File: config.mk
export PLATFORM = sky130hd
export DESIGN_NAME = mcpu_core_top
export DESIGN_NICKNAME = d
export VERILOG_FILES = /design/src/verilog/mcpu_pkg.sv /design/src/verilog/exec_stage.sv /design/src/verilog/inst_decode.sv /design/src/verilog/issue_select.sv /design/src/verilog/mcpu_core_top.sv /design/src/verilog/mul_ucode.sv
export SDC_FILE = /design/constraint.sdc
export NUM_CORES = 2
export LEC_CHECK = 0
export BUFFER_PORTS_ARGS = -buffer_cell sky130_fd_sc_hd__buf_2
export CAP_MARGIN = 5
export CORE_MARGIN = 1
export CORE_UTILIZATION = 45
export DETAILED_ROUTE_END_ITERATION = 6
export GPL_TIMING_DRIVEN = 0
export PLACE_DENSITY_LB_ADDON = 0.08
export SLEW_MARGIN = 15
export SYNTH_ARGS = -nofsm -noshare
export SYNTH_HDL_FRONTEND = slang
export SYNTH_SLANG_ARGS = --single-unit
File: constraint.sdc
create_clock -name clk -period 20.1 [get_ports clk]
set_input_delay 0 -clock clk [delete_from_list [all_inputs] [get_ports clk]]
set_output_delay 0 -clock clk [all_outputs]
set_load 0.1 [all_outputs]
File: src/verilog/mcpu_pkg.sv
/*
 * Shared definitions for the multiply core slice
 * Opcodes, instruction field positions, multiply kinds and sequencer states
 */
package mcpu_pkg;

    // Datapath and field widths
    localparam int data_w = 32;
    localparam int reg_aw = 4;  // 16 registers
    localparam int imm_w  = 16;

    // Field positions in the 32-bit word
    localparam int op_hi  = 31;
    localparam int op_lo  = 25;
    localparam int rd_hi  = 24;
    localparam int rd_lo  = 21;
    localparam int rs1_hi = 20;
    localparam int rs1_lo = 17;
    localparam int rs2_hi = 16;
    localparam int rs2_lo = 13;
    localparam int imm_hi = 15;
    localparam int imm_lo = 0;

    // Simple ALU opcodes
    localparam logic [6:0] op_mov  = 7'b0000000; // rd = zext(imm16)
    localparam logic [6:0] op_add  = 7'b0110001;
    localparam logic [6:0] op_sub  = 7'b0110010;
    localparam logic [6:0] op_subi = 7'b0010010;
    localparam logic [6:0] op_adds = 7'b0111001; // Add and set NZCV
    localparam logic [6:0] op_not  = 7'b0110110;
    localparam logic [6:0] op_nop  = 7'b1100100;

    // Multiply group, low two bits carry the kind
    localparam logic [4:0] op_mul_base = 5'b10100;
    localparam logic [6:0] op_muli  = {op_mul_base, 2'd0};
    localparam logic [6:0] op_mulr  = {op_mul_base, 2'd1};
    localparam logic [6:0] op_mulsi = {op_mul_base, 2'd2};
    localparam logic [6:0] op_mulsr = {op_mul_base, 2'd3};

    typedef enum logic [1:0] {muli, mulr, mulsi, mulsr} mul_kind_t;

    typedef enum logic [2:0] {
        st_idle, st_clear, st_mov, st_add, st_fix, st_halt
    } uc_state_t;

    // Idle word, loaded when nothing issues
    localparam logic [31:0] nop_word = {op_nop, 25'b0};

endpackage

File: src/verilog/exec_stage.sv
/*
 * Execute stage with 16x32 register file, ALU and NZCV flag register
 * Second read port serves decode and forwards the result being written
 */
`timescale 1ns/1ps

module exec_stage (
    input  logic                          clk,
    input  logic                          rst,
    input  logic                          iss_valid,
    input  logic [31:0]                   iss_instr,
    input  logic [mcpu_pkg::reg_aw-1:0]   src2_reg,
    input  logic [3:0]                    flags_restore,
    input  logic                          flags_restore_en,
    output logic [mcpu_pkg::data_w-1:0]   read_data_second,
    output logic [3:0]                    flags,
    output logic                          wb_en,
    output logic [mcpu_pkg::reg_aw-1:0]   wb_reg,
    output logic [mcpu_pkg::data_w-1:0]   wb_data
);

    localparam int dw = mcpu_pkg::data_w;

    logic [dw-1:0]                 regs [1 << mcpu_pkg::reg_aw];
    logic [6:0]                    opcode;
    logic [mcpu_pkg::reg_aw-1:0]   rd, rs1, rs2;
    logic [dw-1:0]                 a, b, imm_ext;
    logic [dw:0]                   sum; // Carry in the top bit
    logic [dw-1:0]                 result;
    logic                          writes;
    logic                          wr_en;
    logic                          adds_en;

    assign opcode  = iss_instr[mcpu_pkg::op_hi:mcpu_pkg::op_lo];
    assign rd      = iss_instr[mcpu_pkg::rd_hi:mcpu_pkg::rd_lo];
    assign rs1     = iss_instr[mcpu_pkg::rs1_hi:mcpu_pkg::rs1_lo];
    assign rs2     = iss_instr[mcpu_pkg::rs2_hi:mcpu_pkg::rs2_lo];
    assign imm_ext = {{(dw-mcpu_pkg::imm_w){1'b0}}, iss_instr[mcpu_pkg::imm_hi:mcpu_pkg::imm_lo]};
    assign a       = regs[rs1];
    assign b       = regs[rs2];
    assign sum     = {1'b0, a} + {1'b0, b};

    always_comb begin
        result = '0;
        writes = 1'b1;
        case (opcode)
            mcpu_pkg::op_mov:                  result = imm_ext;
            mcpu_pkg::op_add, mcpu_pkg::op_adds: result = sum[dw-1:0];
            mcpu_pkg::op_sub:                  result = a - b;
            mcpu_pkg::op_subi:                 result = a - imm_ext;
            mcpu_pkg::op_not:                  result = ~a;
            default:                           writes = 1'b0; // NOP and unknown
        endcase
    end

    assign wr_en   = iss_valid && writes;
    assign adds_en = iss_valid && (opcode == mcpu_pkg::op_adds);

    // Decode-time read, bypassing the write of this cycle
    assign read_data_second = (wr_en && rd == src2_reg) ? result : regs[src2_reg];

    always_ff @(posedge clk or posedge rst) begin
        if (rst) begin
            for (int i = 0; i < (1 << mcpu_pkg::reg_aw); i++) regs[i] <= '0;
            flags <= 4'b0;
            wb_en <= 1'b0;
        end else begin
            if (wr_en) regs[rd] <= result;
            wb_en <= wr_en;
            if (flags_restore_en) begin
                flags <= flags_restore; // Restore wins over a final ADDS
            end else if (adds_en) begin
                flags <= {sum[dw-1],                               // N
                          (sum[dw-1:0] == '0),                     // Z
                          sum[dw],                                 // C
                          (a[dw-1] == b[dw-1]) && (sum[dw-1] != a[dw-1])}; // V
            end
        end
    end

    // Writeback payload
    always_ff @(posedge clk) begin
        wb_reg  <= rd;
        wb_data <= result;
    end

endmodule

File: src/verilog/inst_decode.sv
/*
 * Decode stage: registers accepted words and splits their fields
 * Multiply words fire start_mul and hold the stall level until release
 */
`timescale 1ns/1ps

module inst_decode (
    input  logic                          clk,
    input  logic                          rst,
    input  logic                          instr_valid,
    input  logic [31:0]                   instr,
    input  logic                          mul_release,
    output logic                          instr_stall,
    output logic                          dec_valid,
    output logic [31:0]                   dec_instr,
    output logic                          start_mul,
    output mcpu_pkg::mul_kind_t           mul_kind,
    output logic [mcpu_pkg::reg_aw-1:0]   dest_reg,
    output logic [mcpu_pkg::reg_aw-1:0]   source_reg,
    output logic [mcpu_pkg::reg_aw-1:0]   src2_reg,
    output logic [mcpu_pkg::imm_w-1:0]    immediate
);

    logic accept;
    logic is_mul;
    logic busy;

    assign accept = instr_valid && !busy; // Source holds its word while busy
    // Upper five opcode bits identify the multiply group
    assign is_mul = (instr[mcpu_pkg::op_hi:mcpu_pkg::op_lo+2] == mcpu_pkg::op_mul_base);

    always_ff @(posedge clk or posedge rst) begin
        if (rst) begin
            busy      <= 1'b0;
            dec_valid <= 1'b0;
            start_mul <= 1'b0;
        end else begin
            dec_valid <= accept && !is_mul; // Ordinary words go on to issue
            start_mul <= accept && is_mul;  // One-cycle strobe
            if (accept && is_mul) begin
                busy <= 1'b1;
            end else if (mul_release) begin
                busy <= 1'b0; // Sequencer done, open the input again
            end
        end
    end

    // Word register, kept until the next acceptance
    always_ff @(posedge clk) begin
        if (accept) dec_instr <= instr;
    end

    assign instr_stall = busy;

    // Field split of the held word
    assign mul_kind   = mcpu_pkg::mul_kind_t'(dec_instr[mcpu_pkg::op_lo+1:mcpu_pkg::op_lo]);
    assign dest_reg   = dec_instr[mcpu_pkg::rd_hi:mcpu_pkg::rd_lo];
    assign source_reg = dec_instr[mcpu_pkg::rs1_hi:mcpu_pkg::rs1_lo];
    assign src2_reg   = dec_instr[mcpu_pkg::rs2_hi:mcpu_pkg::rs2_lo]; // To the read port
    assign immediate  = dec_instr[mcpu_pkg::imm_hi:mcpu_pkg::imm_lo];

endmodule

File: src/verilog/issue_select.sv
/*
 * Issue stage: pipeline register between decode and execute
 * Microcode words take priority while the sequencer holds the mux
 */
`timescale 1ns/1ps

module issue_select (
    input  logic        clk,
    input  logic        rst,
    input  logic        dec_valid,
    input  logic [31:0] dec_instr,
    input  logic        mux_ctrl,
    input  logic [31:0] uc_instr,
    output logic        iss_valid,
    output logic [31:0] iss_instr
);

    always_ff @(posedge clk or posedge rst) begin
        if (rst) begin
            iss_valid <= 1'b0;
            iss_instr <= mcpu_pkg::nop_word;
        end else if (mux_ctrl) begin
            iss_valid <= 1'b1;
            iss_instr <= uc_instr; // Sequenced word
        end else if (dec_valid) begin
            iss_valid <= 1'b1;
            iss_instr <= dec_instr;
        end else begin
            // Bubble
            iss_valid <= 1'b0;
            iss_instr <= mcpu_pkg::nop_word;
        end
    end

endmodule

File: src/verilog/mcpu_core_top.sv
/*
 * Core slice top: decode, microcode sequencer, issue and execute in order
 */
`timescale 1ns/1ps

module mcpu_core_top (
    input  logic                          clk,
    input  logic                          rst,
    input  logic                          instr_valid,
    input  logic [31:0]                   instr,
    output logic                          instr_stall,
    output logic                          wb_en,
    output logic [mcpu_pkg::reg_aw-1:0]   wb_reg,
    output logic [mcpu_pkg::data_w-1:0]   wb_data,
    output logic [3:0]                    flags
);

    // Decode outputs
    logic                          dec_valid;
    logic [31:0]                   dec_instr;
    logic                          start_mul;
    mcpu_pkg::mul_kind_t           mul_kind;
    logic [mcpu_pkg::reg_aw-1:0]   dest_reg, source_reg, src2_reg;
    logic [mcpu_pkg::imm_w-1:0]    immediate;
    // Sequencer outputs
    logic [31:0]                   uc_instr;
    logic                          mux_ctrl, mul_release, flags_restore_en;
    logic [3:0]                    flags_restore;
    // Issue and register read
    logic                          iss_valid;
    logic [31:0]                   iss_instr;
    logic [mcpu_pkg::data_w-1:0]   read_data_second;

    inst_decode inst_decode_i (
        .clk, .rst, .instr_valid, .instr, .mul_release, .instr_stall, .dec_valid,
        .dec_instr, .start_mul, .mul_kind, .dest_reg, .source_reg, .src2_reg, .immediate
    );

    mul_ucode mul_ucode_i (
        .clk, .rst, .start_mul, .mul_kind, .dest_reg, .source_reg, .immediate,
        .read_data_second, .flags_in(flags), .uc_instr, .mux_ctrl, .mul_release,
        .flags_restore, .flags_restore_en
    );

    issue_select issue_select_i (
        .clk, .rst, .dec_valid, .dec_instr, .mux_ctrl, .uc_instr, .iss_valid, .iss_instr
    );

    exec_stage exec_stage_i (
        .clk, .rst, .iss_valid, .iss_instr, .src2_reg, .flags_restore, .flags_restore_en,
        .read_data_second, .flags, .wb_en, .wb_reg, .wb_data
    );

endmodule

File: src/verilog/mul_ucode.sv
/*
 * Microcode sequencer for the multiply group
 * Expands MULI/MULR/MULSI/MULSR into MOV, ADD(S), SUB, SUBI and NOT words
 */
`timescale 1ns/1ps

module mul_ucode (
    input  logic                          clk,
    input  logic                          rst,
    input  logic                          start_mul,
    input  mcpu_pkg::mul_kind_t           mul_kind,
    input  logic [mcpu_pkg::reg_aw-1:0]   dest_reg,
    input  logic [mcpu_pkg::reg_aw-1:0]   source_reg,
    input  logic [mcpu_pkg::imm_w-1:0]    immediate,
    input  logic [mcpu_pkg::data_w-1:0]   read_data_second,
    input  logic [3:0]                    flags_in,
    output logic [31:0]                   uc_instr,
    output logic                          mux_ctrl,
    output logic                          mul_release,
    output logic [3:0]                    flags_restore,
    output logic                          flags_restore_en
);

    mcpu_pkg::uc_state_t state, state_next;

    logic                          is_imm;
    logic                          is_signed;
    logic [mcpu_pkg::data_w-1:0]   mult_raw;
    logic                          mult_neg;
    logic [mcpu_pkg::data_w-1:0]   mult_mag;

    logic [mcpu_pkg::data_w-1:0]   count;  // Remaining adds
    logic                          neg_q;  // Result needs negation
    logic                          adds_q; // Signed forms issue ADDS
    logic [mcpu_pkg::reg_aw-1:0]   dest_q;
    logic [mcpu_pkg::reg_aw-1:0]   src_q;
    logic [3:0]                    saved_flags;
    logic                          fix_step; // 0 for SUBI, 1 for NOT

    // Multiplier selection and magnitude
    always_comb begin
        is_imm    = (mul_kind == mcpu_pkg::muli) || (mul_kind == mcpu_pkg::mulsi);
        is_signed = (mul_kind == mcpu_pkg::mulsi) || (mul_kind == mcpu_pkg::mulsr);
        if (!is_imm) begin
            mult_raw = read_data_second; // Forwarded by execute if just written
        end else if (is_signed) begin
            mult_raw = {{(mcpu_pkg::data_w-mcpu_pkg::imm_w){immediate[mcpu_pkg::imm_w-1]}},
                        immediate};
        end else begin
            mult_raw = {{(mcpu_pkg::data_w-mcpu_pkg::imm_w){1'b0}}, immediate};
        end
        mult_neg = is_signed && mult_raw[mcpu_pkg::data_w-1];
        mult_mag = mult_neg ? (~mult_raw + 1'b1) : mult_raw; // Two's complement magnitude
    end

    always_ff @(posedge clk or posedge rst) begin
        if (rst) begin
            state    <= mcpu_pkg::st_idle;
            fix_step <= 1'b0;
        end else begin
            state    <= state_next;
            fix_step <= (state == mcpu_pkg::st_fix); // Second fix cycle issues NOT
        end
    end

    // Operand and count registers
    always_ff @(posedge clk) begin
        if (state == mcpu_pkg::st_idle && start_mul) begin
            count  <= mult_mag;
            neg_q  <= mult_neg;
            adds_q <= is_signed;
            dest_q <= dest_reg;
            src_q  <= source_reg;
        end else if (state == mcpu_pkg::st_add) begin
            count <= count - 1'b1;
        end
        // Flags sampled once any producer ahead of the multiply has retired
        if (state == mcpu_pkg::st_clear || state == mcpu_pkg::st_mov) begin
            saved_flags <= flags_in;
        end
    end

    always_comb begin
        state_next       = state;
        uc_instr         = mcpu_pkg::nop_word;
        mux_ctrl         = 1'b0;
        mul_release      = 1'b0;
        flags_restore_en = 1'b0;
        case (state)
            mcpu_pkg::st_idle: begin
                if (start_mul) begin
                    state_next = (mult_mag == '0) ? mcpu_pkg::st_clear : mcpu_pkg::st_mov;
                end
            end
            mcpu_pkg::st_clear: begin
                // Zero multiplier, SUB rd,rd,rd
                uc_instr   = {mcpu_pkg::op_sub, dest_q, dest_q, dest_q, 13'b0};
                mux_ctrl   = 1'b1;
                state_next = mcpu_pkg::st_halt;
            end
            mcpu_pkg::st_mov: begin
                uc_instr   = {mcpu_pkg::op_mov, dest_q, 5'b0, 16'b0}; // MOV rd,0
                mux_ctrl   = 1'b1;
                state_next = mcpu_pkg::st_add;
            end
            mcpu_pkg::st_add: begin
                uc_instr = {(adds_q ? mcpu_pkg::op_adds : mcpu_pkg::op_add),
                            dest_q, dest_q, src_q, 13'b0};
                mux_ctrl = 1'b1;
                if (count == 1) begin // Last add
                    state_next = neg_q ? mcpu_pkg::st_fix : mcpu_pkg::st_halt;
                end
            end
            mcpu_pkg::st_fix: begin
                mux_ctrl = 1'b1;
                if (!fix_step) begin
                    uc_instr = {mcpu_pkg::op_subi, dest_q, dest_q, 1'b0, 16'd1};
                end else begin
                    uc_instr   = {mcpu_pkg::op_not, dest_q, dest_q, 17'b0}; // ~(x-1) = -x
                    state_next = mcpu_pkg::st_halt;
                end
            end
            mcpu_pkg::st_halt: begin
                mul_release      = 1'b1; // Hand the input back to decode
                flags_restore_en = 1'b1;
                state_next       = mcpu_pkg::st_idle;
            end
            default: state_next = mcpu_pkg::st_idle;
        endcase
    end

    assign flags_restore = saved_flags;

endmodule
==> impl_metrics.tcl <==
set metrics [dict create \
    numClockSinks 671 \
    synthCells 3967 \
    use_met3_pct 12.45 \
    reg2regPathDepth 28 \
    finalSetupViolations 0 \
    cap_viol_max_count 0 \
    hp-start "instr[13]" \
    synth_top_cell_by_area "dfrtp_1" \
    max_freq_mhz 96.60 \
    ys_seq_elements 671 \
    async_flop_share_pct 83.01 \
    crit_required_ps 20680 \
    relSlewSlack_pct 12.33 \
    yosys.area.top_type_share_pct 32.18 \
    clk_latency_ps 700 \
    cts_tree "done" \
    boundaryPins 77 \
    cts_buffer_depth 3 \
    finClkSkew_ps 41.11 \
    placed_area_um2 45390 \
    antenna_found_initial 9 \
    r2r_slack_ps 9750 \
    finalInstanceArea_um2 48530 \
    viasPerCell 6.733 \
    crit_type "register to register" \
    start_util_pct 45.40 \
    rows 113 \
    yosysUniqueCellTypes 126 \
    critPathLaunch "issue_select_i.iss_instr[18]" \
    worst_pin_slew_ps 1315 \
    final_common_cell "dfrtp_1" \
    dieWidth_um 311.4 \
    hold_viol 0 \
    htreeDepth 3 \
    synth.area.top_cells "dfrtp_1 (32%), mux4_2 (23%), a21oi_1 (5.5%), edfxtp_1 (5.4%), nor2_1 (4.3%)" \
    area_growth_pct 12.68 \
    final_cell_mix "dfrtp_1 (554), nor2_1 (497), a21oi_1 (470)" \
    netlist_area_um2 43070 \
    period_share_pct 51.50 \
    worstPathArrival_ps 10940 \
    post_drt_wl_per_cell_um 33.03 \
    syn-mean-instance-area_um2 10.86 \
    grtUsageMet2_pct 54.51 \
    fp.coreArea_um2 94870 \
    grt_pass1_vias 35820 \
    dp_hpwl_um 132700 \
    p_leak_nw 19.98 \
    cts_buffers 79 \
    max-vdd-ir-drop_mv 0.08572 \
    worstHoldPathType "input pin to register" \
    status "finished with violations" \
    first_pass_iters 7 \
    synthFlopType "dfrtp_1" \
    drt_wl_total_um 182000 \
    final_util_pct 51.16 \
    total_power_w 0.007107 \
    drc 4 \
    vias 37100 \
    grt_start_max_net_pins 106 \
    violations "DRC" \
    path_clk_slew_ps 60 \
    r2r-start "issue_select_i.iss_instr[18]" \
    grt_remaining_overflow 0 \
    busiest_layer "met2" \
    rsz0062_at_grt "no" \
    min_period_ps 10350 \
    tns_ps 0 \
    synth_warnings 0 \
    port_buffers 76 \
    crit_end "mul_ucode_i.state[0]" \
    grt_pass1_wl_um 260100 \
    cp_common_cell "buf_4" \
    die_h_um 311.4 \
    synth_edf_count 78 \
    critical_path.slowest_cell "buf_1" \
    largest_register_ff_count 512 \
    drt_iter0_markers 4409 \
    syn_nets 4069 \
    p_per_area_nw_per_um2 146.4 \
    cts_root_buf "clkbuf_16" \
    endpoint_kind "register" \
    reg2reg_to "mul_ucode_i.state[0]" \
    die_area_um2 96960 \
    slowest_delay_ps 800 \
    grt_usage_pct 37.43 \
    drive_gt1_share_pct 19.78 \
    ant_nets 0 \
    final_nets 4278 \
    slew_viol_final 0 \
    grtUsageMet1_pct 51.14 \
    crit_fanout 10 \
    start_kind "register" \
    top_register "exec_stage_i.regs" \
    gp_congestion 0.9879 \
    ys_seq_area_share_pct 39.48 \
]
==> what timing repair did <==
| action | CTS | global route |
|---|---|---|
| hold endpoints to repair | 179 | 0 |
| hold buffers | 35 | 0 |
| resized for setup | 0 | 0 |
| buffers inserted | 0 | 0 |
==> worst min path at each step <==
stage                             endpoint  cells past startpoint
2_1_floorplan   inst_decode_i.dec_instr[0]                      0
3_3_place_gp   inst_decode_i.dec_instr[14]                      1
3_5_place_dp        exec_stage_i.regs[469]                      2
4_1_cts        inst_decode_i.dec_instr[22]                      2
5_1_grt         inst_decode_i.dec_instr[1]                      2
6_report       inst_decode_i.dec_instr[13]                      2
==> critical path, delay by kind of cell, from the launching register on <==
kind / cells / cell delay (ps)
XOR/XNOR: 1 / 190
AND/OR/NAND/NOR: 9 / 3310
flip-flops: 1 / 330
buffers and inverters: 10 / 4040
AO/OA/AOI/OAI: 7 / 1920
adder cells (fa/ha/maj): 1 / 420
==> stage by stage <==
step	instances	hold WS, ps	setup slack [ps]
after global placement	5308	176.7	-2720
after floorplan	3967	98.87	4529
after global routing	5507	37.57	9472
after CTS	5506	6.209	9891
after detailed placement	5324	70.53	9928
final	5510	27.46	9749
==> kinds of logic (layout without fill, tap and decap cells) <==
kind of cell               after synthesis  in the layout  share of synthesized area [%]
AOI/OAI and AO/OA                     1034           1034                          14.48
xor gates and xnor gates                99             99                          2.074
adders and majority gates               70             70                          2.057
buffers and inverters                  416            691                          4.180
DFF                                    671            671                          39.48
muxes                                  525            525                          25.76
other                                    0              3                              0
and+or+nand+nor                       1152           1152                          11.97
==> power breakdown <==
group / internal (W) / switching, W / total (W)
combinational: 0.00144 / 0.00231 / 0.00375
clock: 0.000883 / 0.000662 / 0.00154
sequential: 0.00159 / 0.000221 / 0.00181
total: 0.00391 / 0.00319 / 0.00711
==> layout make-up <==
cell class                 instances  area, um^2
fill                            8726       46340
sequential                       671       17010
timing repair buffer             128        1018
clock buffer                     111        2321
tap                             1265        1583
multi-input combinational       2880       24320
antenna                            3       7.507
clock inverter                    36       442.9
buffer                           328        1493
inverter                          88       342.8
==> synthesized netlist by cell type (49+ instances only) <==
cell / instances
dfrtp_1: 554
nor2_1: 498
a21oi_1: 470
mux4_2: 437
nand2_1: 355
o21ai_0: 261
clkbuf_1: 231
inv_1: 81
edfxtp_1: 78
ha_1: 65
mux2i_1: 57
xnor2_1: 49
==> per-layer routing <==
metal	part of all wire (%)	routed length [um]
met1	39	71390
met2	43	78380
met3	13	23740
met4	4.6	8449
met5	0.021	38
Note: power is estimated with default switching activity, not from simulation.
